===== config.mk =====
export PLATFORM = sky130hd
export DESIGN_NAME = mca_top
export DESIGN_NICKNAME = d
export VERILOG_FILES = /design/src/hdl/mini_core_accel_pkg.sv /design/src/hdl/matmul_ctrl.sv /design/src/hdl/mca_top.sv /design/src/hdl/operand_skewer.sv /design/src/hdl/pe_unit.sv /design/src/hdl/result_bank.sv /design/src/hdl/systolic_array_net.sv
export SDC_FILE = /design/constraint.sdc
export NUM_CORES = 2
export LEC_CHECK = 0
export BUFFER_PORTS_ARGS = -buffer_cell sky130_fd_sc_hd__clkbuf_2
export CAP_MARGIN = 25
export CORE_MARGIN = 2
export CORE_UTILIZATION = 40
export CTS_CLUSTER_SIZE = 8
export DETAILED_ROUTE_END_ITERATION = 16
export GPL_ROUTABILITY_DRIVEN = 0
export GPL_TIMING_DRIVEN = 1
export PLACE_DENSITY = 0.63
export SYNTH_ARGS = -nofsm -noshare
export SYNTH_HDL_FRONTEND = slang
export SYNTH_SLANG_ARGS = --single-unit
export TNS_END_PERCENT = 100

===== constraint.sdc =====
create_clock -name clk -period 6.1 [get_ports clk]
set_clock_uncertainty 0.15 [all_clocks]
set_input_delay 0.305 -clock clk [delete_from_list [all_inputs] [get_ports clk]]
set_output_delay 0.305 -clock clk [all_outputs]
set_load 0.01 [all_outputs]

===== src/hdl/mini_core_accel_pkg.sv =====
/*
 Shared definitions for the int8 matrix-multiply engine
   array dimension and index width
   operand, accumulator, lane and result row types
   PE input and output structs
   controller state encoding
*/

package mini_core_accel_pkg;

    localparam int DIM   = 4;           // Array side length
    localparam int IDX_W = $clog2(DIM); // Bits to index a row or a load

    // Scalar types
    typedef logic signed [7:0]  int8_t;  // One weight or activation
    typedef logic signed [15:0] acc_t;   // One accumulator or result

    // One operand column or row, element i in lane i
    typedef int8_t [DIM-1:0] lane_t;

    // One row of results, element c in lane c
    typedef acc_t [DIM-1:0] res_row_t;

    typedef logic [IDX_W-1:0] row_idx_t; // Result row select

    // Everything a PE takes in on one cycle
    typedef struct packed {
        int8_t weight;      // From the PE above or the weight skewer
        int8_t activation;  // From the PE to the left or the activation skewer
        logic  clear;       // Zero the accumulator
        logic  done;        // Wavefront flag
    } pe_in_t;

    // Registered copies handed on to the neighbors
    typedef struct packed {
        int8_t weight;      // Goes down
        int8_t activation;  // Goes right
        logic  done;        // Goes down and right
    } pe_out_t;

    // Controller sequence
    typedef enum logic [2:0] {
        ST_IDLE,   // Waiting for start
        ST_CLEAR,  // One cycle of accumulator clear
        ST_LOAD,   // Taking DIM load strobes
        ST_DRAIN,  // Waiting for the done wavefront to reach the last PE
        ST_DONE    // Results captured and held
    } ctrl_state_e;

endpackage


===== src/hdl/matmul_ctrl.sv =====
/*
 Controller of the matrix-multiply engine
   FSM over idle, clear, load, drain and done
   load counter and load gating into the skewers
   clear, first_done, cap and mm_done pulses plus the busy level
*/

`timescale 1ns/1ps

module matmul_ctrl
import mini_core_accel_pkg::*;
(
    input  logic clk,
    input  logic arst_n,
    input  logic start,       // Accepted in idle or done only
    input  logic load,        // Accepted in load only
    input  logic valid,       // From the array
    output logic shift_en,    // Accepted load, skewers take the lanes
    output logic arr_clear,   // Zero the accumulators
    output logic first_done,  // Starts the done wavefront
    output logic cap,         // Result bank capture
    output logic busy,
    output logic mm_done      // Single-cycle completion
);

    ctrl_state_e      state;
    ctrl_state_e      state_nxt;
    logic [IDX_W-1:0] load_cnt;      // Accepted loads so far
    logic             last_load;     // Accepted load number DIM
    logic             first_done_q;
    logic             mm_done_q;

    assign shift_en  = load && (state == ST_LOAD);
    assign last_load = shift_en && (load_cnt == IDX_W'(DIM - 1));
    assign arr_clear = (state == ST_CLEAR);
    assign cap       = valid && (state == ST_DRAIN);   // Results are final now
    assign busy      = (state == ST_CLEAR) || (state == ST_LOAD) || (state == ST_DRAIN);

    always_comb begin
        state_nxt = state;
        case (state)
            ST_IDLE,
            ST_DONE:  if (start) state_nxt = ST_CLEAR;
            ST_CLEAR: state_nxt = ST_LOAD;
            ST_LOAD:  if (last_load) state_nxt = ST_DRAIN;
            ST_DRAIN: if (valid) state_nxt = ST_DONE;
            default:  state_nxt = ST_IDLE;
        endcase
    end

    always_ff @(posedge clk or negedge arst_n) begin
        if (!arst_n) begin
            state        <= ST_IDLE;
            load_cnt     <= '0;
            first_done_q <= 1'b0;
            mm_done_q    <= 1'b0;
        end else begin
            state        <= state_nxt;
            first_done_q <= last_load;  // First cycle of drain
            mm_done_q    <= cap;        // Cycle after capture, busy already low
            if (state == ST_CLEAR) begin
                load_cnt <= '0;
            end else if (shift_en) begin
                load_cnt <= load_cnt + 1'b1;
            end
        end
    end

    assign first_done = first_done_q;
    assign mm_done    = mm_done_q;

endmodule


===== src/hdl/mca_top.sv =====
/*
 Top level of the int8 matrix-multiply engine
   controller, activation and weight skewers
   systolic array and result bank
*/

`timescale 1ns/1ps

module mca_top
import mini_core_accel_pkg::*;
(
    input  logic     clk,
    input  logic     arst_n,
    input  logic     start,    // Pulse, begins one operation
    input  logic     load,     // Strobe with a_col and w_row
    input  lane_t    a_col,    // Column k of A, lane r holds A[r][k]
    input  lane_t    w_row,    // Row k of W, lane c holds W[k][c]
    input  row_idx_t rd_row,
    output res_row_t rd_data,
    output logic     busy,
    output logic     mm_done   // Pulse, results readable
);

    logic               shift_en;
    logic               arr_clear;
    logic               first_done;
    logic               cap;
    logic               valid;
    lane_t              act_skewed;  // Into the left column
    lane_t              wgt_skewed;  // Into the top row
    acc_t [DIM*DIM-1:0] results;

    matmul_ctrl ctrl0 (
        .clk        (clk),
        .arst_n     (arst_n),
        .start      (start),
        .load       (load),
        .valid      (valid),
        .shift_en   (shift_en),
        .arr_clear  (arr_clear),
        .first_done (first_done),
        .cap        (cap),
        .busy       (busy),
        .mm_done    (mm_done)
    );

    // Activations
    operand_skewer act_skew0 (
        .clk      (clk),
        .arst_n   (arst_n),
        .shift_en (shift_en),
        .lane_in  (a_col),
        .lane_out (act_skewed)
    );

    // Weights
    operand_skewer wgt_skew0 (
        .clk      (clk),
        .arst_n   (arst_n),
        .shift_en (shift_en),
        .lane_in  (w_row),
        .lane_out (wgt_skewed)
    );

    systolic_array_net array0 (
        .clk        (clk),
        .arst_n     (arst_n),
        .weights    (wgt_skewed),
        .activation (act_skewed),
        .clear      (arr_clear),
        .first_done (first_done),
        .results    (results),
        .valid      (valid)
    );

    result_bank bank0 (
        .clk     (clk),
        .arst_n  (arst_n),
        .cap     (cap),
        .results (results),
        .rd_row  (rd_row),
        .rd_data (rd_data)
    );

endmodule


===== src/hdl/operand_skewer.sv =====
/*
 Triangular operand skewer
   lane i delayed by i cycles, lane 0 passes straight through
   zero lane injected while shift_en is low
*/

`timescale 1ns/1ps

module operand_skewer
import mini_core_accel_pkg::*;
(
    input  logic  clk,
    input  logic  arst_n,
    input  logic  shift_en,  // Lane input is taken only when high
    input  lane_t lane_in,
    output lane_t lane_out   // Staggered by lane index
);

    lane_t lane_gated;  // Input lane or zeros

    assign lane_gated = shift_en ? lane_in : '0;

    for (genvar i = 0; i < DIM; i++) begin : g_lane
        if (i == 0) begin : g_direct
            assign lane_out[i] = lane_gated[i];  // No delay for the first lane
        end else begin : g_delay
            int8_t taps [i];  // i stages for lane i

            // Shifts every cycle so gaps keep the lanes aligned
            always_ff @(posedge clk or negedge arst_n) begin
                if (!arst_n) begin
                    for (int j = 0; j < i; j++) taps[j] <= '0;
                end else begin
                    taps[0] <= lane_gated[i];
                    for (int j = 1; j < i; j++) taps[j] <= taps[j-1];
                end
            end

            assign lane_out[i] = taps[i-1];  // Oldest stage
        end
    end

endmodule


===== src/hdl/pe_unit.sv =====
/*
 Processing element of the systolic array
   signed 8x8 multiply-accumulate into a 16-bit wrapping accumulator
   one-cycle forwarding of weight, activation and done flag
*/

`timescale 1ns/1ps

module pe_unit
import mini_core_accel_pkg::*;
(
    input  logic    clk,
    input  logic    arst_n,
    input  pe_in_t  pe_inputs,   // Operands, clear and done from the neighbors
    output pe_out_t pe_outputs,  // Registered operands and done for the neighbors
    output acc_t    result       // Running dot product
);

    acc_t acc;      // Accumulator
    acc_t product;  // Current weight times activation

    // Both operands sign-extended before the multiply so the product is exact
    assign product = acc_t'(pe_inputs.weight) * acc_t'(pe_inputs.activation);

    // Clear wins over accumulate
    always_ff @(posedge clk or negedge arst_n) begin
        if (!arst_n) begin
            acc <= '0;
        end else if (pe_inputs.clear) begin
            acc <= '0;
        end else begin
            acc <= acc + product;  // Wraps modulo 2^16
        end
    end

    // Operands and the done flag move one PE per cycle
    always_ff @(posedge clk or negedge arst_n) begin
        if (!arst_n) begin
            pe_outputs <= '0;
        end else begin
            pe_outputs.weight     <= pe_inputs.weight;
            pe_outputs.activation <= pe_inputs.activation;
            pe_outputs.done       <= pe_inputs.done;
        end
    end

    assign result = acc;

endmodule


===== src/hdl/result_bank.sv =====
/*
 Result bank
   captures all array results on cap
   combinational row read, element c in lane c
*/

`timescale 1ns/1ps

module result_bank
import mini_core_accel_pkg::*;
(
    input  logic               clk,
    input  logic               arst_n,
    input  logic               cap,      // Store the array results
    input  acc_t [DIM*DIM-1:0] results,  // Row-major from the array
    input  row_idx_t           rd_row,
    output res_row_t           rd_data
);

    acc_t [DIM*DIM-1:0] bank;  // Held until the next capture

    always_ff @(posedge clk or negedge arst_n) begin
        if (!arst_n) begin
            bank <= '0;  // Reads zero after reset
        end else if (cap) begin
            bank <= results;
        end
    end

    // Row select
    always_comb begin
        for (int c = 0; c < DIM; c++) begin
            rd_data[c] = bank[int'(rd_row) * DIM + c];
        end
    end

endmodule


===== src/hdl/systolic_array_net.sv =====
/*
 DIMxDIM output-stationary systolic array
   weights flow down the columns, activations flow right along the rows
   done wavefront from PE00 toward the last PE
   flat row-major result vector and the array valid strobe
*/

`timescale 1ns/1ps

module systolic_array_net
import mini_core_accel_pkg::*;
(
    input  logic                   clk,
    input  logic                   arst_n,
    input  lane_t                  weights,     // Row 0 weights, lane c to column c
    input  lane_t                  activation,  // Column 0 activations, lane r to row r
    input  logic                   clear,       // Zero every accumulator
    input  logic                   first_done,  // Done flag into PE00
    output acc_t [DIM*DIM-1:0]     results,     // Element r*DIM+c from PE[r][c]
    output logic                   valid        // Last PE has its final operands
);

    pe_in_t  unit_in  [DIM][DIM];  // Inputs of every PE
    pe_out_t unit_out [DIM][DIM];  // Registered outputs of every PE

    for (genvar row = 0; row < DIM; row++) begin : g_row
        for (genvar col = 0; col < DIM; col++) begin : g_col

            // Weight from the port on the top row, else from above
            if (row == 0) begin : g_w_port
                assign unit_in[row][col].weight = weights[col];
            end else begin : g_w_above
                assign unit_in[row][col].weight = unit_out[row-1][col].weight;
            end

            // Activation from the port on the left column, else from the left
            if (col == 0) begin : g_a_port
                assign unit_in[row][col].activation = activation[row];
            end else begin : g_a_left
                assign unit_in[row][col].activation = unit_out[row][col-1].activation;
            end

            assign unit_in[row][col].clear = clear;  // Broadcast

            // Done wavefront, same skew as the data
            if (row == 0 && col == 0) begin : g_d_origin
                assign unit_in[row][col].done = first_done;
            end else if (row == 0) begin : g_d_left
                assign unit_in[row][col].done = unit_out[row][col-1].done;
            end else if (col == 0) begin : g_d_above
                assign unit_in[row][col].done = unit_out[row-1][col].done;
            end else begin : g_d_both
                // Both neighbors carry the flag in the same cycle
                assign unit_in[row][col].done = unit_out[row-1][col].done |
                                                unit_out[row][col-1].done;
            end

            pe_unit pe_inst (
                .clk        (clk),
                .arst_n     (arst_n),
                .pe_inputs  (unit_in[row][col]),
                .pe_outputs (unit_out[row][col]),
                .result     (results[row*DIM+col])
            );
        end
    end

    // Flag at the input of the last PE
    assign valid = unit_in[DIM-1][DIM-1].done;

endmodule


; Word level (Yosys, flattened, before mapping)
; Cells that the tools add are included.
[totals]
register_bits = 813
in_bits = 70
wordCells = 170
[classes]
add_sub_neg = 20
n_mul = 16
order_cmp = 4
eq_ne = 8
mux = 35
n_reduce_logical = 9
[ops]
columns = op, count
row1 = $mux 16, 23
row2 = $add 16x16->16, 16
row3 = $mul 8x8->16, 16
row4 = $bmux 16 s4, 3
row5 = $lt 32x6->1 const B, 3
row6 = $mux 32, 2
row7 = $bmux 16 s2, 1
row8 = $pmux 3 s4, 1
row9 = $add 4x2->5 const B, 2
row10 = $mux 3, 3
row11 = $eq 3x2->1 const B, 2
row12 = $add 4x1->5 const B, 1
row13 = $lt 4x5->1 const B, 1
row14 = $mux 2, 2
row15 = $ne 2x1->1 const B, 2
row16 = $eq 3x1->1 const B, 1
row17 = $eq 3x3->1 const B, 1
row18 = $logic_and 1x1->1, 3
row19 = $logic_not 3->1, 1
row20 = $reduce_and 3->1, 1
row21 = $add 2x1->2 const B, 1
row22 = $eq 2x2->1 const B, 1
row23 = $logic_or 1x1->1, 2
row24 = $ne 2x2->1 const B, 1
row25 = other kinds (2), 2

; Logic depth before layout (Yosys ltp)
[depth]
word_depth = 6
ltp_mapped = 22

; Cells and area by module
; Synthesis repeated with hierarchy kept, for this count alone.
[unflattened]
cells_unflattened = 6517
hier_area_um2 = 75366.0
[modules_own_cells]
columns = mod, instances, cells_each, area_per_inst_um2
row1 = pe_unit (array0.g_row[1].g_col[0].pe_inst ...), 9, 352, 3783.6
row2 = pe_unit (array0.g_row[0].g_col[0].pe_inst ...), 4, 355, 3803.6
row3 = result_bank, 1, 618, 11111.9
row4 = pe_unit (array0.g_row[3].g_col[2].pe_inst ...), 2, 354, 3777.4
row5 = pe_unit (array0.g_row[3].g_col[1].pe_inst), 1, 352, 3789.9
row6 = operand_skewer, 2, 107, 1636.6
row7 = matmul_ctrl, 1, 28, 312.8
row8 = systolic_array_net, 1, 9, 56.3

; Least setup slack after synthesis
; No wires, ideal clock.
[synth_timing]
path_type = flip-flop to flip-flop
start = register ctrl0.state[2]
end = register array0.g_row[0].g_col[0].pe_inst.acc[12]
setup_time_ns = 0.079
arrival_ns = 5.145
required_time_ns = 5.871
path_slack_ns = 0.726
stages_incl_launch_ff = 18
n_path_buf = 2
path_cell_list = dfrtp_1 buf_4 nor3_4 buf_4 and3_1 inv_1 fa_1 inv_1 fa_1 fa_1 fa_1 fa_1 ha_1 o21ai_2 a21boi_1 or4_1 a21oi_1 mux2i_1
[synth_between]
elab_chain_len = 6
elab_cells_between_ends = 8
cone_classes = 1 x add/sub / 1 x mul / 2 x eq/ne / 3 x mux / 1 x reduce/logical
[synth_lines]
columns = element, line_no
row1 = from (decl), matmul_ctrl.sv:26  ; ctrl_state_e state;
row2 = from (signal assigned), matmul_ctrl.sv:58  ; state <= state_nxt;
row3 = $eq 3x2->1, matmul_ctrl.sv:33  ; assign shift_en = load && (state == ST_LOAD);
row4 = $logic_and 1x1->1, matmul_ctrl.sv:33
row5 = $mux 32, operand_skewer.sv:21  ; assign lane_gated = shift_en ? lane_in : '0;
row6 = $mul 8x8->16, pe_unit.sv:23  ; assign product = acc_t'(pe_inputs.weight) * acc_t'(pe_inputs.activation);
row7 = $add 16x16->16, pe_unit.sv:32  ; acc <= acc + product;
row8 = $mux 16 (*), pe_unit.sv:29  ; end else if (pe_inputs.clear) begin
row9 = to (signal assigned), pe_unit.sv:32
row10 = to (decl), pe_unit.sv:19  ; acc_t acc;
; Every way passes the cells marked *; elsewhere a longest branch is shown, timed or not.
; A chain may end at the register's enable or synchronous reset.

; Worst setup path in the final report
[layout_timing]
start = register ctrl0.state[1]
end = register array0.g_row[0].g_col[0].pe_inst.acc[15]
; The elaborated chain is that of the path after synthesis.

==> flow_summary.json <==
{
  "grt_use_total": 0.191,
  "r2r-end": "array0.g_row[0].g_col[0].pe_inst.result[15]$_DFF_PN0_",
  "postPlaceCellArea_sq_mm": 0.0774,
  "h-tree-depth": 3,
  "core-area_sq_mm": 0.183,
  "cp.arrival_ns": 6.17,
  "wirelength_um": 170000,
  "slew_headroom": 0.260,
  "cts_buffers": 113,
  "synth_edf_count": 0,
  "dp_slack_ns": 0.282,
  "irDropWorstVdd_mv": 0.313,
  "cts_tree": "built",
  "yosysMostFrequentCell": "inv_1",
  "met3_usage": 0.0245,
  "p_leak_nw": 40.0,
  "cp-start-kind": "flop",
  "fin_crit_ns": 5.74,
  "sw_frac_of_total": 0.453,
  "ys_ff_latch": 813,
  "dr.pass1.iters": 6,
  "reg2regPathDepth": 16,
  "die-area_sq_mm": 0.188,
  "criticalPathCategory": "flop to flop",
  "clk_pin_slew_ns": 0.06,
  "synth.area.top_cells": "fa_1, dfrtp_1, ha_1, inv_1, and2_1",
  "fin_crit_sh": 0.940,
  "stdcell_area_sq_mm": 0.0812,
  "grt_pass1_wl_um": 284000,
  "dp_hpwl_um": 136000,
  "tightest_slew_ns": 1.11,
  "syn2layout_area_growth_pct": 9.89,
  "intPower_mw": 20.5,
  "ys_seq_area_frac": 0.275,
  "dr_total_vias": 47500,
  "syn_area_sq_mm": 0.0739,
  "synth_nets": 8878,
  "hold_violations": 0,
  "synth_top_area_share": 0.308,
  "start_util": 0.403,
  "ys_top_cells_by_count": "inv_1, fa_1, nand2_1",
  "finalSetupTns_ns": 0,
  "p_sw_mw": 17.0,
  "avgSynthCellArea_sq_um": 10.4,
  "pin_count": 136,
  "max_cap_violations": 0,
  "power_density_mw_per_mm2": 462,
  "holdWs_ns": 0.0504,
  "crit_path_end": "array0.g_row[0].g_col[0].pe_inst.result[15]$_DFF_PN0_",
  "wire_per_inst_um": 17.4,
  "ys_warn_count": 0,
  "combPwrFrac": 0.596,
  "grt_max_degree": 160,
  "clock-sinks": 813,
  "port_buffers": 135,
  "status": "complete, no violations",
  "endpoint_kind": "flop",
  "rsz0062_at_grt": "no",
  "top_usage_layer": "met2",
  "slew_viol_final": 0,
  "critPathLaunch": "ctrl0.state[1]$_DFFE_PN0P_",
  "setup_violations": 0,
  "synthArstFlopShare": 1.00,
  "die_w_um": 434,
  "critPathRequiredTime_ns": 6.54,
  "drt-initial-drc-count": 2435,
  "r2r_setup_slack_ns": 0.36,
  "fmax_mhz": 174,
  "met2_usage": 0.338,
  "grt_overflow_total": 0,
  "gr-usage-met1": 0.240,
  "drc": 0,
  "pwr-share-seq": 0.251,
  "clockBufferDepth": 3,
  "ant_nets": 0,
  "floorplan.rows": 157,
  "reg2reg_from": "ctrl0.state[1]$_DFFE_PN0P_",
  "cts-root-buf": "clkbuf_16",
  "routed_via_density": 4.86,
  "ys.flop_type": "dfrtp_1",
  "cp_max_fo": 23,
  "hold_class": "primary input to async pin",
  "layout-drive-gt1-share": 0.0533,
  "synth_top_area_cell": "fa_1",
  "fp.dieH_um": 434,
  "nets": 9097,
  "yosysUniqueCellTypes": 63,
  "p_clk_frac": 0.153,
  "fin_ws_ns": 0.364,
  "synth_cells": 7079,
  "first_global_vias": 52600,
  "fin_util": 0.443,
  "antenna_found_initial": 4,
  "clock_latency_ns": 0.74
}
-- registers in the layout, summed over array words and instances, names as in the netlist --
signal / cells
ctrl0.load_cnt: 2
act_skew0.lane_out: 16
ctrl0.first_done: 1
ctrl0.state: 3
act_skew0.g_lane.g_delay.taps: 32
wgt_skew0.g_lane.g_delay.taps: 32
bank0.bank: 256
ctrl0.mm_done: 1
array0.g_row.g_col.pe_inst.result: 256
wgt_skew0.lane_out: 16
array0.g_row.g_col.pe_inst.pe_outputs: 198
-- critical path, cell delays in order (launching register included) --
cell and delay (ns):
dfrtp_1 0.47, nand2_1 0.15, nor3_4 0.34, buf_4 0.29
and3_1 0.49, fa_1 0.52, fa_1 0.50, fa_1 0.57
fa_1 0.41, ha_1 0.28, ha_1 0.37, a21o_1 0.19
a21o_1 0.18, a21o_1 0.21, a211oi_2 0.26, xnor2_1 0.15
nor2_1 0.05
-- final cells by class --
| type | count | area [sq um] |
|---|---|---|
| Timing Repair Buffer | 253 | 1860 |
| Fill cell | 17300 | 102000 |
| Tap cell | 2464 | 3080 |
| Sequential cell | 813 | 20300 |
| Clock buffer | 124 | 2920 |
| Inverter | 1488 | 5590 |
| Clock inverter | 8 | 135 |
| Multi-Input combinational cell | 4629 | 47300 |
| Antenna cell | 1 | 2.50 |
-- layer usage --
layer / routed length [um] / vias up
li1: - / 22000
met1: 69700 / 24400
met2: 87500 / 869
met3: 6030 / 281
met4: 6930 / 2
met5: 13 / -
-- kinds of logic after synthesis --
| logic type | Yosys count | share of synthesized area |
|---|---|---|
| simple gates | 1938 | 0.127 |
| fa+ha+maj | 1729 | 0.408 |
| buf+inv | 1637 | 0.0853 |
| flops | 813 | 0.275 |
| compound gates | 623 | 0.0512 |
| xor+xnor | 246 | 0.0292 |
| mux | 93 | 0.0234 |
-- power groups by stage --
| stage | Sequential [mW] | Combinational, mW | Clock [mW] |
|---|---|---|---|
| floorplan | 8.43 | 17.4 | 0 |
| global placement | 9.48 | 21.8 | 0 |
| detailed placement | 9.52 | 22.5 | 0 |
| CTS | 9.45 | 22.8 | 5.90 |
| global route | 9.66 | 26.1 | 6.12 |
| finish | 9.41 | 22.4 | 5.74 |
-- placed cells by master (no fill, tap or decap), drive strengths merged, types with 35 or more instances in the layout --
| master | instances |
|---|---|
| inv | 1490 |
| fa | 1136 |
| nand2 | 898 |
| dfrtp | 813 |
| ha | 593 |
| and2 | 550 |
| o21ai | 315 |
| clkbuf | 256 |
| xnor2 | 196 |
| nor2 | 152 |
| nand2b | 141 |
| nor3 | 98 |
| o21a | 74 |
| dlygate4sd3 | 69 |
| mux4 | 64 |
| buf | 52 |
| a21oi | 51 |
| xor2 | 50 |
| a211oi | 46 |
| nor2b | 35 |
-- metrics by stage --
step | instances | total power, mW
after floorplan | 7079 | 25.8
after global placement | 9573 | 31.3
after detailed placement | 9573 | 32.0
after CTS | 9774 | 38.1
after global routing | 9780 | 41.9
final | 9780 | 37.5
-- timing repair --
| item | in CTS | in global routing |
|---|---|---|
| buffers inserted | 0 | 4 |
| hold buffers | 69 | 0 |
| endpoints found under the hold margin | 150 | 0 |
| endpoints found under the setup margin | 0 | 3 |
| resized for setup | 0 | 1 |
-- worst min-delay path by stage --
stage | start | to | depth (start not counted) | slack [ns]
5_1_grt | arst_n | array0.g_row[0].g_col[0].pe_inst.result[12]$_DFF_PN0_ | 2 | 0.08
3_5_place_dp | act_skew0.g_lane[3].g_delay.taps[18]$_DFF_PN0_ | act_skew0.g_lane[3].g_delay.taps[10]$_DFF_PN0_ | 0 | 0.18
6_report | arst_n | array0.g_row[0].g_col[0].pe_inst.result[12]$_DFF_PN0_ | 2 | 0.05
2_1_floorplan | arst_n | act_skew0.g_lane[1].g_delay.taps[0]$_DFF_PN0_ | 0 | -0.14
4_1_cts | arst_n | array0.g_row[0].g_col[0].pe_inst.result[12]$_DFF_PN0_ | 2 | 0.04
3_3_place_gp | act_skew0.g_lane[3].g_delay.taps[21]$_DFF_PN0_ | act_skew0.g_lane[3].g_delay.taps[13]$_DFF_PN0_ | 0 | 0.18
No activity file was read; power rests on OpenSTA's default activity.
